--- src/verilog/wm_pkg.sv ---
package wm_pkg;

    // Array geometry.
    localparam int WM_WIDTH     = 8;
    localparam int WM_DEPTH     = 4;
    localparam int WM_BITWIDTH  = 8;
    localparam int WM_IN_BITS   = 4;
    localparam int WM_SUM_BITS  = 16;
    localparam int WM_LANE_BITS = 3;
    localparam int WM_COL_BITS  = 2;

    // One 2-bit increment per lane, and the set value sits in the low byte.
    localparam int WM_DATA_BITS = 2 * WM_WIDTH;
    localparam int WM_INST_BITS = 1 + WM_LANE_BITS + WM_COL_BITS;

    localparam int AXI_ADDR_BITS = 6;
    localparam int AXI_DATA_BITS = 32;

    localparam logic [AXI_ADDR_BITS-1:0] ADDR_DATA  = 6'h00;
    localparam logic [AXI_ADDR_BITS-1:0] ADDR_INST  = 6'h04;
    localparam logic [AXI_ADDR_BITS-1:0] ADDR_CTRL  = 6'h08;
    localparam logic [AXI_ADDR_BITS-1:0] ADDR_READ  = 6'h0C;
    localparam logic [AXI_ADDR_BITS-1:0] ADDR_INPUT = 6'h10;
    localparam logic [AXI_ADDR_BITS-1:0] ADDR_SUM0  = 6'h14; // SUM1..SUM3 follow every 4 bytes.

    localparam logic [1:0] RESP_OKAY   = 2'b00;
    localparam logic [1:0] RESP_SLVERR = 2'b10;

    typedef enum logic {
        OP_SET       = 1'b0,
        OP_INCREMENT = 1'b1
    } wm_op_t;

    typedef enum logic {
        READY = 1'b0,
        HALT  = 1'b1
    } manager_state_t;

    typedef struct packed {
        wm_op_t                  op;
        logic [WM_LANE_BITS-1:0] lane;
        logic [WM_COL_BITS-1:0]  col;
        logic [WM_DATA_BITS-1:0] data;
    } wm_cmd_t;

    // Indexed as [lane][col], each element a two's complement weight.
    typedef logic [WM_WIDTH-1:0][WM_DEPTH-1:0][WM_BITWIDTH-1:0] wm_weights_t;

    typedef logic [WM_WIDTH-1:0][WM_IN_BITS-1:0] wm_inputs_t;

    typedef logic [WM_DEPTH-1:0][WM_SUM_BITS-1:0] wm_sums_t;

endpackage : wm_pkg

--- src/verilog/weight_manager.sv ---
`timescale 1ns/100ps

module weight_manager (
    input  logic                                  clk,
    input  logic                                  rstb,
    input  wm_pkg::wm_cmd_t                       cmd,
    input  logic                                  exec,
    output logic signed [wm_pkg::WM_BITWIDTH-1:0] read_reg,
    output wm_pkg::wm_weights_t                   weights
);

    wm_pkg::manager_state_t state;

    // The addressed column after the command is applied.
    logic [wm_pkg::WM_WIDTH-1:0][wm_pkg::WM_BITWIDTH-1:0] next_col;

    always_comb begin
        logic signed [wm_pkg::WM_BITWIDTH-1:0] step;
        for (int i = 0; i < wm_pkg::WM_WIDTH; i++) begin
            step = wm_pkg::WM_BITWIDTH'($signed(cmd.data[2*i +: 2]));
            if (cmd.op == wm_pkg::OP_INCREMENT) begin
                // Wraps at the weight width, no saturation.
                next_col[i] = weights[i][cmd.col] + step;
            end else if (cmd.lane == wm_pkg::WM_LANE_BITS'(i)) begin
                next_col[i] = cmd.data[wm_pkg::WM_BITWIDTH-1:0];
            end else begin
                next_col[i] = weights[i][cmd.col];
            end
        end
    end

    always_ff @(posedge clk or negedge rstb) begin
        if (!rstb) begin
            state    <= wm_pkg::READY;
            weights  <= '0;
            read_reg <= '0;
        end else begin
            case (state)
                wm_pkg::READY: begin
                    if (exec) begin
                        for (int i = 0; i < wm_pkg::WM_WIDTH; i++) begin
                            weights[i][cmd.col] <= next_col[i];
                        end
                        read_reg <= $signed(weights[cmd.lane][cmd.col]); // Value before the update.
                        state    <= wm_pkg::HALT;
                    end
                end
                wm_pkg::HALT: begin
                    // Exec must drop before another command can run.
                    if (!exec) state <= wm_pkg::READY;
                end
                default: state <= wm_pkg::READY;
            endcase
        end
    end

endmodule : weight_manager

--- config.mk ---
export PLATFORM = sky130hd
export DESIGN_NAME = weight_manager
export DESIGN_NICKNAME = d
export VERILOG_FILES = /design/src/verilog/wm_pkg.sv /design/src/verilog/weight_manager.sv
export SDC_FILE = /design/constraint.sdc
export NUM_CORES = 1
export LEC_CHECK = 0
export BUFFER_PORTS_ARGS = -buffer_cell sky130_fd_sc_hd__buf_2
export CORE_MARGIN = 8
export CORE_UTILIZATION = 55
export CTS_CLUSTER_DIAMETER = 30
export DETAILED_ROUTE_END_ITERATION = 16
export MAX_ROUTING_LAYER = met4
export PLACE_DENSITY = 0.8
export SETUP_SLACK_MARGIN = 0.02
export SLEW_MARGIN = 10
export SYNTH_ARGS = -nofsm -noshare
export SYNTH_HDL_FRONTEND = slang
export SYNTH_SLANG_ARGS = --single-unit
--- constraint.sdc ---
create_clock -name clk -period 3.39 [get_ports clk]
set_clock_uncertainty 0.05 [all_clocks]
set_input_delay 1.017 -clock clk [delete_from_list [all_inputs] [get_ports clk]]
set_output_delay 1.017 -clock clk [all_outputs]
set_load 0.02 [all_outputs]
==> run_results.csv <==
group,metric,value,unit
run_status,outcome,"completed",
pwr,ir_drop,0.697,mV
worst_setup_path,critPathLaunchType,"primary input",
detailed_routing,drc,0,
cells_and_area,drive_gt1_share,34.2,%
detailed_routing,first_iter_violations,2031,
clock_network,cts_buffers,53,
logic_synthesis,yosysMostFrequentCell,"nand2_1",
timing,max_freq,0.304,GHz
clock_network,clk_path_buf_depth,3,
logic_synthesis,ys_warn_count,0,
clock_network,postCtsSetupBuffers,0,
timing,fin_crit,3290,ps
worst_setup_path,worstSetupEndpointType,"register",
detailed_routing,drt-total-wl,70.4,mm
worst_hold_path,hold_class,"in2async",
logic_synthesis,synth_commonest_cells,"nand2_1, o21ai_0, dfrtp_1",
cells_and_area,layout.nets,2238,
logic_synthesis,synth.distinct_cells,59,
logic_synthesis,synth_ff_type,"dfrtp_1",
cells_and_area,area_delta_synth_final,29.3,%
cells_and_area,postLayoutCellArea,0.0217,mm2
worst_setup_path,arrival,3680,ps
die,rows,64,
die,io_pins,289,
place,portBuffers,288,
timing,finalSetupViolCount,0,
global_route,grt_pass1_vias,17007,
worst_setup_path,worst-path-max-fanout,17,
cells_and_area,fillers,2225,
global_route,gr-total-overflow,0,
pwr,leakage,10.1,nW
timing,whs,349,ps
logic_synthesis,ys_seq_area_share,39.4,%
logic_synthesis,syn-num-nets,1835,
die,die_area,0.0364,mm2
logic_synthesis,syn_avg_cell_area,9.63,um2
clock_network,cts_hold_buf,0,
die,start_util,55.4,%
worst_setup_path,crit_type,"in2reg",
global_route,grt_antenna_before_repair,0,
timing,fin_tns_setup,0,ps
global_route,grt_use_total,39.2,%
logic_synthesis,synth_edf_count,0,
clock_network,cts.repair.resized,0,
worst_setup_path,critical_path_required,3770,ps
job,maxCapViolCount,0,
place,placed_area,0.0198,mm2
detailed_routing,wire_per_inst,27.2,um
detailed_routing,ant_nets,0,
clock_network,cts_num_sinks,265,
timing,relSlewSlack,58.0,%
pwr,p_total,0.0199,W
clock_network,clock_latency,580,ps
pwr,power_density,913,mW/mm2
timing,period_share,97.1,%
place,gp_congestion,1.07,
logic_synthesis,synthTopCellsByArea,"dfrtp_1, mux4_2, o21ai_0, nand2_1, ha_1",
logic_synthesis,async_reset_ff_share,100,%
detailed_routing,vias,17083,
logic_synthesis,ys_ff_latch,265,
die,coreArea,0.0303,mm2
place,hpwlAfterDp,52.4,mm
timing,rsz0062_at_grt,"true",
clock_network,cts_tree,"built",
clock_network,htree_levels,2,
clock_network,clk_pin_slew,50,ps
timing,max_slew.worst_pin.slew,627,ps
logic_synthesis,synth_area,0.0168,mm2
die,die_w,191,um
timing,final_max_slew_viol_count,0,
global_route,grt_pass1_wl,105,mm
global_route,grt_max_degree,83,
cells_and_area,antenna_cells,0,
logic_synthesis,synth_top_area_share,39.4,%
detailed_routing,avgViaCountPerCell,6.60,
clock_network,clockRootBuffer,"clkbuf_16",
detailed_routing,first_pass_iters,6,
logic_synthesis,postSynthCellCount,1746,
timing,finalHoldViolations,0,
logic_synthesis,synth_top_cell_by_area,"dfrtp_1",
die,die_h,191,um
cells_and_area,largest_reg_flops,256,
power by group:
group | leakage (nW) | switching, W | internal (W) | total (W)
sequential | 3.32 | 0.00169 | 0.00426 | 0.00595
combinational | 5.90 | 0.00513 | 0.00346 | 0.00859
clock | 0.889 | 0.00188 | 0.00344 | 0.00532
worst max-delay path, stage by stage:
cell      delay [ps]
buf_4            120
buf_12           190
mux4_2           530
ha_1             220
inv_1            100
fa_1             240
nand2b_1         160
a21oi_1          120
o21a_1           200
or3_1            320
a31oi_2          310
a21oi_1          130
worst paths after layout:
path	start	to	slack [ps]	cells past startpoint
worst min-delay path	rstb	weights[204]	350	1
worst min register to register	read_reg[6]	read_reg[6]	450	2
worst max register to register	weights[200]	weights[198]	440	10
min in group clk	read_reg[6]	read_reg[6]	450	2
max in group asynchronous	rstb	read_reg[7]	2110	2
worst max-delay path	cmd[16]	weights[22]	100	12
cells in the final DEF, fill, tap and decap left out, drive strengths merged, types with 4 or more instances in the layout:
| cell type | netlist | routed |
|---|---|---|
| a211oi | 17 | 17 |
| inv | 26 | 39 |
| mux2 | 17 | 17 |
| xnor2 | 9 | 9 |
| clkinvlp | 0 | 6 |
| buf | 52 | 473 |
| a21o | 16 | 16 |
| o21a | 9 | 9 |
| o2111a | 4 | 4 |
| o21ai | 314 | 314 |
| mux2i | 48 | 48 |
| nand2b | 26 | 26 |
| nor2b | 11 | 11 |
| nor2 | 108 | 108 |
| dfrtp | 265 | 265 |
| bufinv | 0 | 6 |
| mux4 | 100 | 100 |
| a32oi | 5 | 5 |
| clkbuf | 73 | 58 |
| or2 | 4 | 4 |
| clkinv | 1 | 16 |
| o211ai | 5 | 5 |
| o221ai | 18 | 18 |
| or3 | 8 | 8 |
| ha | 56 | 56 |
| nor3 | 9 | 9 |
| o2111ai | 5 | 5 |
| nand3 | 36 | 36 |
| nand2 | 308 | 308 |
| a41oi | 8 | 8 |
| o22ai | 4 | 4 |
| a31oi | 26 | 26 |
| a221oi | 5 | 5 |
| a21oi | 130 | 130 |
| fa | 8 | 8 |
metal layers:
layer  up-vias  routed length, um  track usage, %  share of wire (%)
li1       7239                  -               -                  -
met1      8314              26100            48.6                 37
met5         -                  0               -                  0
met2      1250              33100            61.6                 47
met3       280               7240            7.41                 10
met4         0               3890            18.6                5.5
cell families (layout without fill, tap and decap cells):
group,after synthesis,count (layout),synth area share (%)
flops,265,265,39.4
buf+inv,152,598,4.33
compound gates,574,574,20.1
fa+ha+maj,64,64,5.12
mux,165,165,17.5
simple gates,517,517,13.1
xor+xnor,9,9,0.469
metrics by stage:
step / utilization [%] / worst slack (ps) / instances
global route: 71.6 / -13.9 / 2588
CTS: 71.4 / 108 / 2588
detailed placement: 65.4 / -412 / 2490
finish: 71.6 / 97.9 / 2588
global placement: 65.4 / -391 / 2490
floorplan: - / -252 / 1746
area by class of cell:
type / instances / area (um2) / share of cell area [%]
inverter: 27 / 101 / 0.466
clock buffer: 58 / 1380 / 6.32
sequential: 265 / 6630 / 30.5
clock inverter: 40 / 458 / 2.11
timing repair buffer: 473 / 3070 / 14.1
tap: 396 / 495 / 2.28
multi-input combinational: 1329 / 9610 / 44.2
(Power assumes the default switching activity.)
