[src/verilog/wm_pkg.sv]
package wm_pkg;

    // Array geometry.
    localparam int WM_WIDTH     = 8;
    localparam int WM_DEPTH     = 4;
    localparam int WM_BITWIDTH  = 8;
    localparam int WM_IN_BITS   = 4;
    localparam int WM_SUM_BITS  = 16;
    localparam int WM_LANE_BITS = 3;
    localparam int WM_COL_BITS  = 2;

    // One 2-bit increment per lane, and the set value sits in the low byte.
    localparam int WM_DATA_BITS = 2 * WM_WIDTH;
    localparam int WM_INST_BITS = 1 + WM_LANE_BITS + WM_COL_BITS;

    localparam int AXI_ADDR_BITS = 6;
    localparam int AXI_DATA_BITS = 32;

    localparam logic [AXI_ADDR_BITS-1:0] ADDR_DATA  = 6'h00;
    localparam logic [AXI_ADDR_BITS-1:0] ADDR_INST  = 6'h04;
    localparam logic [AXI_ADDR_BITS-1:0] ADDR_CTRL  = 6'h08;
    localparam logic [AXI_ADDR_BITS-1:0] ADDR_READ  = 6'h0C;
    localparam logic [AXI_ADDR_BITS-1:0] ADDR_INPUT = 6'h10;
    localparam logic [AXI_ADDR_BITS-1:0] ADDR_SUM0  = 6'h14; // SUM1..SUM3 follow every 4 bytes.

    localparam logic [1:0] RESP_OKAY   = 2'b00;
    localparam logic [1:0] RESP_SLVERR = 2'b10;

    typedef enum logic {
        OP_SET       = 1'b0,
        OP_INCREMENT = 1'b1
    } wm_op_t;

    typedef enum logic {
        READY = 1'b0,
        HALT  = 1'b1
    } manager_state_t;

    typedef struct packed {
        wm_op_t                  op;
        logic [WM_LANE_BITS-1:0] lane;
        logic [WM_COL_BITS-1:0]  col;
        logic [WM_DATA_BITS-1:0] data;
    } wm_cmd_t;

    // Indexed as [lane][col], each element a two's complement weight.
    typedef logic [WM_WIDTH-1:0][WM_DEPTH-1:0][WM_BITWIDTH-1:0] wm_weights_t;

    typedef logic [WM_WIDTH-1:0][WM_IN_BITS-1:0] wm_inputs_t;

    typedef logic [WM_DEPTH-1:0][WM_SUM_BITS-1:0] wm_sums_t;

endpackage : wm_pkg

[src/verilog/wm_axil_regs.sv]
`timescale 1ns/100ps

module wm_axil_regs (
    input  logic                                  clk,
    input  logic                                  rstb,
    input  logic [wm_pkg::AXI_ADDR_BITS-1:0]      awaddr,
    input  logic                                  awvalid,
    output logic                                  awready,
    input  logic [wm_pkg::AXI_DATA_BITS-1:0]      wdata,
    input  logic [wm_pkg::AXI_DATA_BITS/8-1:0]    wstrb,
    input  logic                                  wvalid,
    output logic                                  wready,
    output logic [1:0]                            bresp,
    output logic                                  bvalid,
    input  logic                                  bready,
    input  logic [wm_pkg::AXI_ADDR_BITS-1:0]      araddr,
    input  logic                                  arvalid,
    output logic                                  arready,
    output logic [wm_pkg::AXI_DATA_BITS-1:0]      rdata,
    output logic [1:0]                            rresp,
    output logic                                  rvalid,
    input  logic                                  rready,
    output wm_pkg::wm_cmd_t                       cmd,
    output logic                                  exec,
    output wm_pkg::wm_inputs_t                    inputs,
    input  logic signed [wm_pkg::WM_BITWIDTH-1:0] read_reg,
    input  wm_pkg::wm_sums_t                      sums
);

    logic                                 aw_done;
    logic                                 w_done;
    logic                                 ar_done;
    logic [wm_pkg::AXI_ADDR_BITS-1:0]     aw_addr_q;
    logic [wm_pkg::AXI_DATA_BITS-1:0]     w_data_q;
    logic [wm_pkg::AXI_DATA_BITS/8-1:0]   w_strb_q;
    logic [wm_pkg::AXI_ADDR_BITS-1:0]     ar_addr_q;

    logic [wm_pkg::WM_DATA_BITS-1:0]      data_reg;
    logic [wm_pkg::WM_INST_BITS-1:0]      inst_reg;
    logic                                 exec_reg;
    wm_pkg::wm_inputs_t                   inputs_reg;

    logic                                 wr_commit;
    logic                                 wr_full;
    logic [wm_pkg::AXI_DATA_BITS-1:0]     rd_value;
    logic [wm_pkg::AXI_ADDR_BITS-1:0]     sum_offset;

    // Word-aligned and no higher than the last sum register.
    function automatic logic in_map(input logic [wm_pkg::AXI_ADDR_BITS-1:0] addr);
        in_map = (addr[1:0] == 2'b00) &&
                 (addr <= wm_pkg::ADDR_SUM0 + 4 * (wm_pkg::WM_DEPTH - 1));
    endfunction

    assign awready   = ~bvalid & ~aw_done;
    assign wready    = ~bvalid & ~w_done;
    assign arready   = ~rvalid & ~ar_done;
    assign wr_commit = aw_done & w_done;
    assign wr_full   = (w_strb_q == '1); // Partial writes are dropped.

    assign cmd.op   = wm_pkg::wm_op_t'(inst_reg[wm_pkg::WM_INST_BITS-1]);
    assign cmd.lane = inst_reg[wm_pkg::WM_COL_BITS +: wm_pkg::WM_LANE_BITS];
    assign cmd.col  = inst_reg[wm_pkg::WM_COL_BITS-1:0];
    assign cmd.data = data_reg;
    assign exec     = exec_reg;
    assign inputs   = inputs_reg;

    assign sum_offset = ar_addr_q - wm_pkg::ADDR_SUM0;

    always_comb begin
        case (ar_addr_q)
            wm_pkg::ADDR_DATA:  rd_value = 32'(data_reg);
            wm_pkg::ADDR_INST:  rd_value = 32'(inst_reg);
            wm_pkg::ADDR_CTRL:  rd_value = 32'(exec_reg);
            wm_pkg::ADDR_READ:  rd_value = 32'($signed(read_reg));
            wm_pkg::ADDR_INPUT: rd_value = 32'(inputs_reg);
            default: begin
                if (in_map(ar_addr_q)) begin
                    rd_value = 32'($signed(sums[sum_offset[wm_pkg::WM_COL_BITS+1:2]]));
                end else begin
                    rd_value = '0;
                end
            end
        endcase
    end

    always_ff @(posedge clk or negedge rstb) begin
        if (!rstb) begin
            aw_done    <= 1'b0;
            w_done     <= 1'b0;
            ar_done    <= 1'b0;
            bvalid     <= 1'b0;
            rvalid     <= 1'b0;
            data_reg   <= '0;
            inst_reg   <= '0;
            exec_reg   <= 1'b0;
            inputs_reg <= '0;
        end else begin
            if (awvalid && awready) aw_done <= 1'b1;
            if (wvalid && wready) w_done <= 1'b1;

            if (wr_commit) begin
                aw_done <= 1'b0;
                w_done  <= 1'b0;
                bvalid  <= 1'b1;
                if (wr_full) begin
                    case (aw_addr_q)
                        wm_pkg::ADDR_DATA:  data_reg   <= w_data_q[wm_pkg::WM_DATA_BITS-1:0];
                        wm_pkg::ADDR_INST:  inst_reg   <= w_data_q[wm_pkg::WM_INST_BITS-1:0];
                        wm_pkg::ADDR_CTRL:  exec_reg   <= w_data_q[0];
                        wm_pkg::ADDR_INPUT: inputs_reg <= w_data_q;
                        default: ; // READ and the sums are read only.
                    endcase
                end
            end else if (bvalid && bready) begin
                bvalid <= 1'b0;
            end

            if (arvalid && arready) begin
                ar_done <= 1'b1;
            end else if (ar_done) begin
                ar_done <= 1'b0;
                rvalid  <= 1'b1;
            end else if (rvalid && rready) begin
                rvalid <= 1'b0;
            end
        end
    end

    always_ff @(posedge clk) begin
        if (awvalid && awready) aw_addr_q <= awaddr;
        if (wvalid && wready) begin
            w_data_q <= wdata;
            w_strb_q <= wstrb;
        end
        if (wr_commit) begin
            bresp <= in_map(aw_addr_q) ? wm_pkg::RESP_OKAY : wm_pkg::RESP_SLVERR;
        end
        if (arvalid && arready) ar_addr_q <= araddr;
        if (ar_done) begin
            rdata <= rd_value;
            rresp <= in_map(ar_addr_q) ? wm_pkg::RESP_OKAY : wm_pkg::RESP_SLVERR;
        end
    end

endmodule : wm_axil_regs

[config.mk]
export PLATFORM = sky130hd
export DESIGN_NAME = wm_axil_regs
export DESIGN_NICKNAME = d
export VERILOG_FILES = /design/src/verilog/wm_pkg.sv /design/src/verilog/wm_axil_regs.sv
export SDC_FILE = /design/constraint.sdc
export NUM_CORES = 1
export LEC_CHECK = 0
export ABC_AREA = 1
export BUFFER_PORTS_ARGS = -buffer_cell sky130_fd_sc_hd__buf_2
export CAP_MARGIN = 20
export CORE_UTILIZATION = 39
export DETAILED_ROUTE_END_ITERATION = 6
export GPL_ROUTABILITY_DRIVEN = 0
export PLACE_DENSITY = 0.67
export SLEW_MARGIN = 20
export SYNTH_ARGS = -nofsm -noshare
export SYNTH_HDL_FRONTEND = slang
export SYNTH_SLANG_ARGS = --single-unit
[constraint.sdc]
create_clock -name clk -period 2.4 [get_ports clk]
set_clock_uncertainty 0.2 [all_clocks]
set_input_delay 0.24 -clock clk [delete_from_list [all_inputs] [get_ports clk]]
set_output_delay 0.24 -clock clk [all_outputs]
set_load 0.01 [all_outputs]
==> out/qor.csv, run 1 <==
stage,metric,value,unit
outcome,status,"complete, no violations",
synthesis,most common cell in the netlist,nand2_1,
finish,# diodes,0,
worst_setup_path,"Req. time, crit path",2360,ps
grt,number of global-route vias before repair,5523,
cts,CTS buffer count,17,
grt,total global-route track usage,21.3,%
worst_setup_path,critical path launch point type,register,
power,Leak,0.00483,uW
cts,"Clk pin slew, worst setup/hold paths",60,ps
timing,setup TNS,0,ps
synthesis,sequential share of the synthesized area,59.8,%
routing,total wire length,18000,um
synthesis,Post-synth EDFFs,82,
routing,drt first pass iters,4,
synthesis,Post-Syn Area,6630,um2
grt,antenna violations before repair,0,
synthesis,Unique masters post-synth,28,
timing,unrepaired setup endpoints after global routing,no,
synthesis,ys async rst share,42.3,%
timing,Final min period,2060,ps
synthesis,most used flip-flop cell after synthesis,edfxtp_1,
cts,CTS max path bufs,2,
die,IO Pins,223,
timing,Slew @ Worst Pin,627,ps
synthesis,Synth top area share,37.2,%
worst_setup_path,CP Data Arrival Time,2020,ps
synthesis,synthesized area per cell,8.80,um2
timing,period utilisation layout,85.7,%
timing,Final Hold Viols,0,
grt,total gr overflow,0,
routing,routed vias/inst,4.61,
synthesis,synth warn,0,
synthesis,top post-synthesis cells by area,"edfxtp_1 (37%), dfrtp_1 (23%), nand2_1 (17%), nand3_1 (5.8%), inv_1 (4.6%)",
cts,later-pin clock latency in the skew report,420,ps
timing,Max Clk Rate,486,MHz
die,core box area,16600,um2
flow_run,max capacitance violation total,0,
finish,# nets final,1162,
synthesis,"top cells by count, synth","nand2_1 (302), edfxtp_1 (82), inv_1 (81)",
power,total chip power,6710,uW
timing,# setup viols final,0,
min_path,HP Class,in -> reg,
place,Final HPWL DP,13200,um
worst_setup_path,worst reg2reg path depth,9,
die,Die Wd,132,um
finish,ratio of cells with drive above 1 in the final layout,27.7,%
cts,CTS sink count,142,
die,Initial Util,40.0,%
worst_setup_path,CP Depth,9,
finish,final core occ,54.8,%
worst_setup_path,Crit path max-delay family,simple AND/OR/NAND/NOR gates,
power,power density over the cells,739,nW/um2
synthesis,Yosys reg bits,142,
worst_setup_path,worst path bufs/invs,2,
worst_setup_path,CP max stage cell,edfxtp_1,
worst_setup_path,"slowest stage delay, CP",450,ps
place,port buffer count,220,
cts,CTS tree,yes,
power,Worst VDD drop,0.757,mV
routing,Routed WL per cell,14.3,um
timing,max_slew headroom,58.2,%
cts,CTS H-Tree Depth,4,
finish,Area Growth Syn to Fin,37.2,%
routing,DR iter-0 viols,316,
die,Rows,47,
die,Chip Height,132,um
worst_setup_path,critical-path cell list,inv_1 -> ha_1 -> inv_1 -> nor2_2 -> nand2_4 -> nand2_1 -> nor2_4 -> nand2_4 -> nand2_1,
timing,Max Slew Vio Count,0,
cts,Root Buffer Master,clkbuf_16,
grt,largest net degree at the start of global routing,39,
grt,global-route wire length before repair,28700,um
cts,# resized after CTS,0,
worst_setup_path,Crit Path Class,reg -> reg,
routing,via count,5824,
routing,Final ANT Viol Nets,0,
worst_setup_path,Critical Path Sink Type,register,
synthesis,Synth area leader,edfxtp_1,
synthesis,cell count after synthesis,753,
finish,Fillers,1515,
worst_setup_path,CP Max Fanout,17,
die,total die area,17500,um2
routing,DRC violations left,0,
min_path,Hold Crit Depth,3,
==> worst min-delay path, delay by kind of cell <==
| family | cells | cell delay, ps |
|---|---|---|
| buffers and inverters | 2 | 250 |
| and+or+nand+nor | 1 | 120 |
==> worst paths after layout <==
path	startpoint	end	slack, ps
worst max-delay path	ar_addr_q[2]$_DFFE_PP_	rdata[30]$_DFFE_PP_	340
worst min-delay path	arvalid	ar_done$_DFF_PN0_	50
worst max register to register	ar_addr_q[2]$_DFFE_PP_	rdata[30]$_DFFE_PP_	340
worst min register to register	w_data_q[21]$_DFFE_PP_	inputs[21]$_DFFE_PN0P_	270
max in group asynchronous	rstb	inputs[22]$_DFFE_PN0P_	1130
min in group asynchronous	rstb	inst_reg[3]$_DFFE_PN0P_	170
==> cells in the final DEF (no fill, tap or decap), types with 2 or more instances in the layout <==
cell type      instances
nor2_4                 3
buf_4                 24
o21ai_0               18
nand2_4                2
a21oi_1               17
clkbuf_16             19
clkinv_2               2
o21ai_1                6
nand3_1               77
nand2_1              302
nor2_2                 4
edfxtp_1              82
dlygate4sd3_1         53
nand4_1               15
inv_6                  3
dfrtp_1               60
nor3_4                 2
clkinvlp_4             3
inv_1                 81
conb_1                 2
ha_1                   4
buf_2                220
nand2_2                2
nor2_1                33
clkbuf_8               2
==> area by class of cell <==
cell class                 instances  area [um2]  area share (%)
timing repair buffer             297        1810            19.9
tap                              220         275            3.03
clock inverter                    10        73.8           0.812
sequential                       142        3960            43.6
inverter                          82         308            3.39
multi-input combinational        491        2150            23.7
clock buffer                      22         507            5.57
==> power breakdown <==
group	internal, uW	total (uW)	leakage [uW]	switching (uW)
clock	1510	2530	0.000280	1030
sequential	2960	3100	0.00161	142
combinational	405	1080	0.00295	673
==> through the flow <==
step	setup WS, ps	hold WS (ps)	std cells	cell area [um2]
floorplan	67.7	-256	754	6630
global placement	410	81.9	1179	7980
finish	343	47.4	1264	9090
global route	154	51.6	1264	9090
detailed placement	335	98.3	1179	7980
CTS	316	29.6	1264	9090
==> per-layer routing <==
| layer | vias up | part of all wire (%) | global-route usage (%) |
|---|---|---|---|
| met1 | 2644 | 44 | 27.7 |
| met2 | 199 | 48 | 34.9 |
| met4 | 0 | 1.6 | 7.47 |
| met3 | 19 | 6.1 | 5.00 |
| met5 | - | 0 | 0 |
| li1 | 2962 | - | - |
==> kinds of logic after synthesis <==
logic type / after synthesis / share of synthesized area (%)
simple gates: 443 / 28.3
buf+inv: 121 / 7.84
other cells: 1 / 0.0566
fa+ha+maj: 4 / 0.755
flops: 142 / 59.8
compound gates: 42 / 3.21
==> repair_timing <==
action,CTS,global route
setup buffers,0,0
hold buffers,53,0
hold endpoints to repair,76,0
Power figures use the tool's default switching activity.
==> inputs of run 2 (changes only) <==
--- a/config.mk
+++ b/config.mk
@@ -7,3 +7,2 @@
 export LEC_CHECK = 0
-export ABC_AREA = 1
 export BUFFER_PORTS_ARGS = -buffer_cell sky130_fd_sc_hd__buf_2
@@ -13,3 +12,3 @@
 export GPL_ROUTABILITY_DRIVEN = 0
-export PLACE_DENSITY = 0.67
+export PLACE_DENSITY = 0.68
 export SLEW_MARGIN = 20
==> constraint.sdc (replaced) <==
create_clock -name clk -period 2.4 [get_ports clk]
set_clock_uncertainty 0.2 [all_clocks]
set_input_delay 0.48 -clock clk [delete_from_list [all_inputs] [get_ports clk]]
set_output_delay 0.48 -clock clk [all_outputs]
set_load 0.01 [all_outputs]
==> out/qor.csv, run 2 <==
stage,metric,value,unit,change
synthesis,Synth area leader,edfxtp_1,,unchanged
worst_setup_path,Critical Path Sink Type,register,,unchanged
synthesis,ys async rst share,42.3,%,unchanged
worst_setup_path,"Req. time, crit path",2350,ps,was 2360 ps
die,total die area,15900,um2,"was 17,500 um2"
timing,Max Clk Rate,449,MHz,was 486 MHz
routing,Routed WL per cell,17.8,um,was 14.3 um
outcome,status,"complete, no violations",,unchanged
min_path,HP Class,in -> reg,,unchanged
synthesis,simple-gate area share of the yosys netlist,5.82,%,was 28.3%
min_path,Hold Path Sink,w_data_q[1]$_DFFE_PP_,,was ar_done$_DFF_PN0_
synthesis,Synth top area share,40.9,%,was 37.2%
worst_setup_path,Crit path max-delay family,compound AO/OA/AOI/OAI gates,,was simple AND/OR/NAND/NOR gates
timing,Slew @ Worst Pin,594,ps,was 627 ps
finish,# diodes,0,,unchanged
flow_run,max capacitance violation total,0,,unchanged
place,DP Area,7420,um2,was 7980 um2
die,Die Wd,126,um,was 132 um
cts,CTS H-Tree Depth,4,,unchanged
synthesis,cell count after synthesis,384,,was 753
die,IO Pins,223,,unchanged
power,Internal,4940,uW,was 4870 uW
synthesis,mux share of post-synthesis cell area,18.0,%,was 0%
timing,max_slew headroom,60.4,%,was 58.2%
synthesis,Yosys reg bits,142,,unchanged
timing,final worst setup slack,173,ps,was 343 ps
synthesis,sequential share of the synthesized area,65.9,%,was 59.8%
power,power density over the cells,818,nW/um2,was 739 nW/um2
timing,# setup viols final,0,,unchanged
power,Clk pwr share,40.5,%,was 37.7%
finish,fin cells,821,,"was 1,264"
synthesis,Compound-Gate Fraction of Synth Area,6.89,%,was 3.21%
routing,DR iter-0 viols,241,,was 316
power,total chip power,6590,uW,was 6710 uW
grt,largest net degree at the start of global routing,38,,was 39
worst_setup_path,"slowest stage delay, CP",440,ps,was 450 ps
finish,"commonest cells after routing, fill and taps aside","buf_2 (220), edfxtp_1 (82), dfrtp_1 (60), mux2_2 (46), nand2_1 (31)",,"was nand2_1 (302), buf_2 (220), edfxtp_1 (82), inv_1 (81), nand3_1 (77)"
place,Final HPWL DP,10600,um,"was 13,200 um"
worst_setup_path,worst reg2reg endpoint,rdata[6]$_DFFE_PP_,,was rdata[30]$_DFFE_PP_
worst_setup_path,critical-path cell list,ha_2 -> or3_1 -> a211oi_2 -> buf_6 -> o21ai_0 -> o311ai_0,,was inv_1 -> ha_1 -> inv_1 -> nor2_2 -> nand2_4 -> nand2_1 -> nor2_4 -> nand2_4 -> nand2_1
worst_setup_path,worst reg2reg path depth,6,,was 9
worst_setup_path,CP Data Arrival Time,2180,ps,was 2020 ps
finish,"Design Area, Final",8060,um2,was 9090 um2
power,Leak,0.00389,uW,was 0.00483 uW
cts,CTS max path bufs,2,,unchanged
die,Rows,45,,was 47
finish,Fillers,1249,,"was 1,515"
power,Comb power frac,13.0,%,was 16.1%
finish,Area Growth Syn to Fin,33.9,%,was 37.2%
timing,Max Slew Vio Count,0,,unchanged
place,dpl ws,50.2,ps,was 335 ps
grt,total gr overflow,0,,unchanged
grt,number of global-route vias before repair,4219,,"was 5,523"
synthesis,Unique masters post-synth,41,,was 28
timing,period utilisation layout,92.8,%,was 85.7%
cts,CTS tree,yes,,unchanged
die,Initial Util,39.7,%,was 40.0%
synthesis,Post-Syn Area,6010,um2,was 6630 um2
synthesis,largest family of logic cells by synthesized area,multiplexers,,was simple AND/OR/NAND/NOR gates
grt,antenna violations before repair,0,,unchanged
place,DP Cell Count,786,,"was 1,179"
worst_setup_path,flop-to-flop setup slack,170,ps,was 340 ps
cts,later-pin clock latency in the skew report,420,ps,about the same
routing,DRC violations left,0,,unchanged
synthesis,Post-synth EDFFs,82,,unchanged
grt,total global-route track usage,18.8,%,was 21.3%
finish,# nets final,751,,"was 1,162"
timing,unrepaired setup endpoints after global routing,no,,unchanged
routing,via count,4194,,"was 5,824"
routing,routed vias/inst,5.11,,was 4.61
synthesis,"top cells by count, synth","edfxtp_1 (82), dfrtp_1 (60), mux2_2 (46)",,"was nand2_1 (302), edfxtp_1 (82), inv_1 (81)"
worst_setup_path,Crit Path Class,reg -> reg,,unchanged
cts,CTS sink count,142,,unchanged
power,switch share,25.0,%,was 27.4%
worst_setup_path,critical path launch point type,register,,unchanged
synthesis,most common cell in the netlist,edfxtp_1,,was nand2_1
synthesis,XOR/XNOR share of the synthesized area,0,%,unchanged
finish,final core occ,53.2,%,was 54.8%
synthesis,synthesized area per cell,15.7,um2,was 8.80 um2
worst_setup_path,CP Max Fanout,16,,was 17
cts,"Clk pin slew, worst setup/hold paths",60,ps,about the same
die,Chip Height,126,um,was 132 um
synthesis,top post-synthesis cells by area,"edfxtp_1 (41%), dfrtp_1 (25%), mux2_2 (8.6%), mux4_2 (6.0%), mux2_4 (2.5%)",,"was edfxtp_1 (37%), dfrtp_1 (23%), nand2_1 (17%), nand3_1 (5.8%), inv_1 (4.6%)"
routing,drt first pass iters,4,,unchanged
synthesis,Post-Synth Adder-Cell Area,0.832,%,was 0.755%
worst_setup_path,Crit Reg-Reg Startpoint,ar_addr_q[2]$_DFFE_PP_,,unchanged
grt,global-route wire length before repair,22300,um,"was 28,700 um"
timing,Final Hold Viols,0,,unchanged
worst_setup_path,worst path bufs/invs,1,,was 2
power,register share of total power,46.5,%,was 46.2%
timing,Final min period,2230,ps,was 2060 ps
routing,Final ANT Viol Nets,0,,unchanged
worst_setup_path,CP max stage cell,edfxtp_1,,unchanged
synthesis,most used flip-flop cell after synthesis,edfxtp_1,,unchanged
power,Worst VDD drop,0.526,mV,was 0.757 mV
synthesis,synth warn,0,,unchanged
finish,ratio of cells with drive above 1 in the final layout,55.9,%,was 27.7%
power,switching pwr,1650,uW,was 1840 uW
min_path,Hold Crit Depth,1,,was 3
cts,CTS buffer count,17,,unchanged
routing,total wire length,14600,um,"was 18,000 um"
min_path,min-delay src,wdata[1],,was arvalid
place,port buffer count,220,,unchanged
finish,"leading cell type in the layout, fill and taps excluded",buf_2,,was nand2_1
cts,Root Buffer Master,clkbuf_16,,unchanged
die,core box area,15100,um2,"was 16,600 um2"
## run 2: final cells by class
type | count | area [um2] | share of cell area, %
sequential | 142 | 3960 | 49.2
multi-input combinational | 212 | 1940 | 24.1
timing repair buffer | 240 | 1290 | 16.1
clock buffer | 18 | 429 | 5.33
tap | 188 | 235 | 2.92
clock inverter | 14 | 168 | 2.08
inverter | 7 | 26.3 | 0.326
## run 2: per-stage QoR
stage / TNS, ps / hold slack (ps)
2_1_floorplan: 0 / -15.6
3_3_place_gp: -553 / 256
3_5_place_dp: 0 / 264
4_1_cts: 0 / 13.4
5_1_grt: 0 / 7.34
6_report: 0 / 27.7
## run 2: worst register-to-register path: stages (launching register included)
cell and delay (ps):
edfxtp_1 440, ha_2 240, or3_1 380, a211oi_2 240, buf_6 190, o21ai_0 110
o311ai_0 150
## run 2: logic make-up (layout without fill, tap and decap cells)
| family | after synthesis | count (layout) |
|---|---|---|
| compound gates | 67 | 67 |
| fa+ha+maj | 4 | 4 |
| buf+inv | 31 | 279 |
| flops | 142 | 142 |
| mux | 77 | 77 |
| other cells | 1 | 2 |
| simple gates | 62 | 62 |
## run 2: repair_timing
action / in CTS / in global routing
hold buffers: 1 / 0
resized for setup: 0 / 3
setup buffers: 0 / 2
endpoints found under the setup margin: 0 / 22
endpoints found under the hold margin: 23 / 0
## run 2: power by group through the flow
stage	sequential [uW]	clock, uW	combinational [uW]
floorplan	3150	0	397
global placement	3100	0	842
detailed placement	3110	0	867
CTS	3070	2710	873
global route	3090	2810	934
finish	3060	2670	854
## run 2: how the worst max path moves through the flow
stage	start	end	slack (ps)	depth (start not counted)
after floorplan	ar_addr_q[2]$_DFFE_PP_	rdata[15]$_DFFE_PP_	20	10
after global placement	ar_addr_q[2]$_DFFE_PP_	rdata[7]$_DFFE_PP_	-70	5
after detailed placement	ar_addr_q[2]$_DFFE_PP_	rdata[18]$_DFFE_PP_	50	7
after CTS	ar_addr_q[2]$_DFFE_PP_	rdata[18]$_DFFE_PP_	30	7
after global routing	ar_addr_q[2]$_DFFE_PP_	rdata[6]$_DFFE_PP_	60	6
final	ar_addr_q[2]$_DFFE_PP_	rdata[6]$_DFFE_PP_	170	6
## run 2: per-layer routing
metal  global-route usage (%)  vias up  part of all wire, %
met3                     5.14       21                  6.1
li1                         -     1931                    -
met1                     22.9     2081                   41
met5                        0        -                    0
met4                     7.58        0                  1.9
met2                     31.8      161                   51
==> inputs of run 3 (changes only) <==
Settings changed: PLACE_DENSITY 0.68 to 0.66.
Clock period 2.4 ns to 2.85 ns, I/O delays scaled along.
==> out/qor.csv, run 3 (synthesis gave the netlist of run 2 again) <==
stage,metric,value,unit,change
place,port buffer count,220,,unchanged
cts,CTS sink count,142,,unchanged
power,Internal,4200,uW,was 4940 uW
worst_setup_path,"slowest stage delay, CP",680,ps,was 440 ps
routing,total wire length,14900,um,"was 14,600 um"
power,Worst VDD drop,0.421,mV,was 0.526 mV
cts,later-pin clock latency in the skew report,430,ps,was 420 ps
timing,Max Clk Rate,415,MHz,was 449 MHz
grt,total global-route track usage,19.1,%,was 18.8%
timing,# setup viols final,0,,unchanged
cts,# Post-CTS Setup Buffers,0,,unchanged
worst_setup_path,flop-to-flop setup slack,440,ps,was 170 ps
grt,antenna violations before repair,0,,unchanged
routing,DR iter-0 viols,195,,was 241
cts,CTS H-Tree Depth,4,,unchanged
die,Chip Height,126,um,unchanged
worst_setup_path,worst reg2reg path depth,4,,was 6
grt,global-route wire length before repair,22700,um,"was 22,300 um"
timing,unrepaired setup endpoints after global routing,no,,unchanged
finish,# diodes,0,,unchanged
die,Rows,45,,unchanged
routing,drt first pass iters,4,,unchanged
grt,total gr overflow,0,,unchanged
routing,via count,4165,,"was 4,194"
worst_setup_path,critical-path cell list,or3_1 -> nor2_1 -> a221oi_1 -> nand2_1,,was ha_2 -> or3_1 -> a211oi_2 -> buf_6 -> o21ai_0 -> o311ai_0
cts,CTS tree,yes,,unchanged
routing,DRC violations left,0,,unchanged
finish,final core occ,52.7,%,was 53.2%
outcome,status,"finished, violations left",,"was complete, no violations"
finish,# nets final,744,,was 751
finish,"commonest cells after routing, fill and taps aside","buf_2 (220), edfxtp_1 (82), dfrtp_1 (60), mux2_2 (46), nand2_1 (31)",,unchanged
cts,CTS max path bufs,2,,unchanged
worst_setup_path,Crit Path Class,reg -> reg,,unchanged
cts,hold-fix buffers at CTS,0,,was 1
power,switch share,24.3,%,was 25.0%
timing,Final Hold Viols,5,,was 0
min_path,HP Class,in -> async,,was in -> reg
worst_setup_path,Critical Path Sink Type,register,,unchanged
timing,Min Hold Slack,-2.03,ps,was 27.7 ps
timing,setup TNS,0,ps,unchanged
timing,Slew @ Worst Pin,811,ps,was 594 ps
finish,Fillers,1290,,"was 1,249"
routing,routed vias/inst,5.12,,was 5.11
finish,Area Growth Syn to Fin,32.7,%,was 33.9%
finish,"leading cell type in the layout, fill and taps excluded",buf_2,,unchanged
timing,max_slew headroom,45.7,%,was 60.4%
routing,Routed WL per cell,18.3,um,was 17.8 um
worst_setup_path,"Req. time, crit path",2930,ps,was 2350 ps
power,Leak,0.00386,uW,was 0.00389 uW
grt,number of global-route vias before repair,4219,,unchanged
cts,CTS buffer count,17,,unchanged
cts,"Clk pin slew, worst setup/hold paths",60,ps,about the same
timing,Max Slew Vio Count,0,,unchanged
place,Final HPWL DP,10700,um,"was 10,600 um"
die,Die Wd,126,um,unchanged
cts,Root Buffer Master,clkbuf_16,,unchanged
power,switching pwr,1350,uW,was 1650 uW
worst_setup_path,Crit Reg-Reg Startpoint,ar_addr_q[5]$_DFFE_PP_,,was ar_addr_q[2]$_DFFE_PP_
timing,Final min period,2410,ps,was 2230 ps
routing,Final ANT Viol Nets,0,,unchanged
worst_setup_path,CP Data Arrival Time,2490,ps,was 2180 ps
timing,period utilisation layout,84.5,%,was 92.8%
worst_setup_path,CP max stage cell,nor2_1,,was edfxtp_1
worst_setup_path,worst reg2reg endpoint,rdata[14]$_DFFE_PP_,,was rdata[6]$_DFFE_PP_
worst_setup_path,critical path launch point type,register,,unchanged
worst_setup_path,CP Max Fanout,10,,was 16
die,IO Pins,223,,unchanged
power,Clk pwr share,41.0,%,was 40.5%
die,total die area,15900,um2,unchanged
power,power density over the cells,696,nW/um2,was 818 nW/um2
flow_run,max capacitance violation total,0,,unchanged
die,Initial Util,39.7,%,unchanged
finish,ratio of cells with drive above 1 in the final layout,55.3,%,was 55.9%
grt,largest net degree at the start of global routing,35,,was 38
power,Comb power frac,12.6,%,was 13.0%
cts,# resized after CTS,0,,unchanged
power,register share of total power,46.4,%,was 46.5%
outcome,failing checks,hold timing,,
die,core box area,15100,um2,unchanged
-- run 3: changes by cell type in the layout (fill, tap and decap cells not counted), moves of 2 or more --
cell / change
buf_4: -3
clkinvlp_4: -3
buf_12: -2
clkbuf_16: +2
clkbuf_8: +2
inv_6: -2
-- run 3: worst max-delay path by stage --
stage | cells past startpoint | slack (ps) | startpoint | to
finish | 4 | 440 | ar_addr_q[5]$_DFFE_PP_ | rdata[14]$_DFFE_PP_
global route | 6 | 330 | ar_addr_q[3]$_DFFE_PP_ | rdata[15]$_DFFE_PP_
CTS | 4 | 440 | ar_addr_q[5]$_DFFE_PP_ | rdata[14]$_DFFE_PP_
detailed placement | 4 | 460 | ar_addr_q[5]$_DFFE_PP_ | rdata[14]$_DFFE_PP_
global placement | 4 | 550 | ar_addr_q[5]$_DFFE_PP_ | rdata[11]$_DFFE_PP_
floorplan | 9 | 20 | ar_addr_q[2]$_DFFE_PP_ | rdata[5]$_DFFE_PP_
-- run 3: cell type report --
class	instances	area [um2]	area share [%]
repair buffers	233	1210	15.2
multi-input cells	212	1930	24.2
clock inverters	9	106	1.33
well taps	188	235	2.95
inverters	7	26.3	0.329
clock buffers	23	510	6.40
flip-flops and latches	142	3960	49.7
-- run 3: metrics by stage --
stage | cell area, um2 | setup WS (ps) | power (uW) | instances
2_1_floorplan | 6020 | 22.5 | 2980 | 385
3_3_place_gp | 7360 | 546 | 3300 | 782
3_5_place_dp | 7360 | 455 | 3330 | 782
4_1_cts | 7980 | 441 | 5620 | 814
5_1_grt | 7980 | 326 | 5770 | 814
6_report | 7980 | 443 | 5550 | 814
-- run 3: layer usage --
metal / routed length, um / share of wire, % / vias up / GRT usage (%)
met5: 0 / 0 / - / 0
met4: 272 / 1.8 / 0 / 7.65
met3: 801 / 5.4 / 20 / 6.16
met2: 7440 / 50 / 151 / 31.4
met1: 6360 / 43 / 2081 / 23.4
li1: - / - / 1913 / -
-- run 3: critical path, delay by kind of cell, from the launching register on --
kind / cells / cell delay (ps)
compound gates: 1 / 250
simple gates: 3 / 1330
flops: 1 / 470
-- run 3: power by group through the flow --
stage / clock network, uW / logic (uW) / registers [uW]
final: 2280 / 698 / 2580
after global placement: 0 / 690 / 2610
after global routing: 2400 / 765 / 2600
after CTS: 2320 / 717 / 2580
after detailed placement: 0 / 714 / 2620
after floorplan: 0 / 329 / 2650
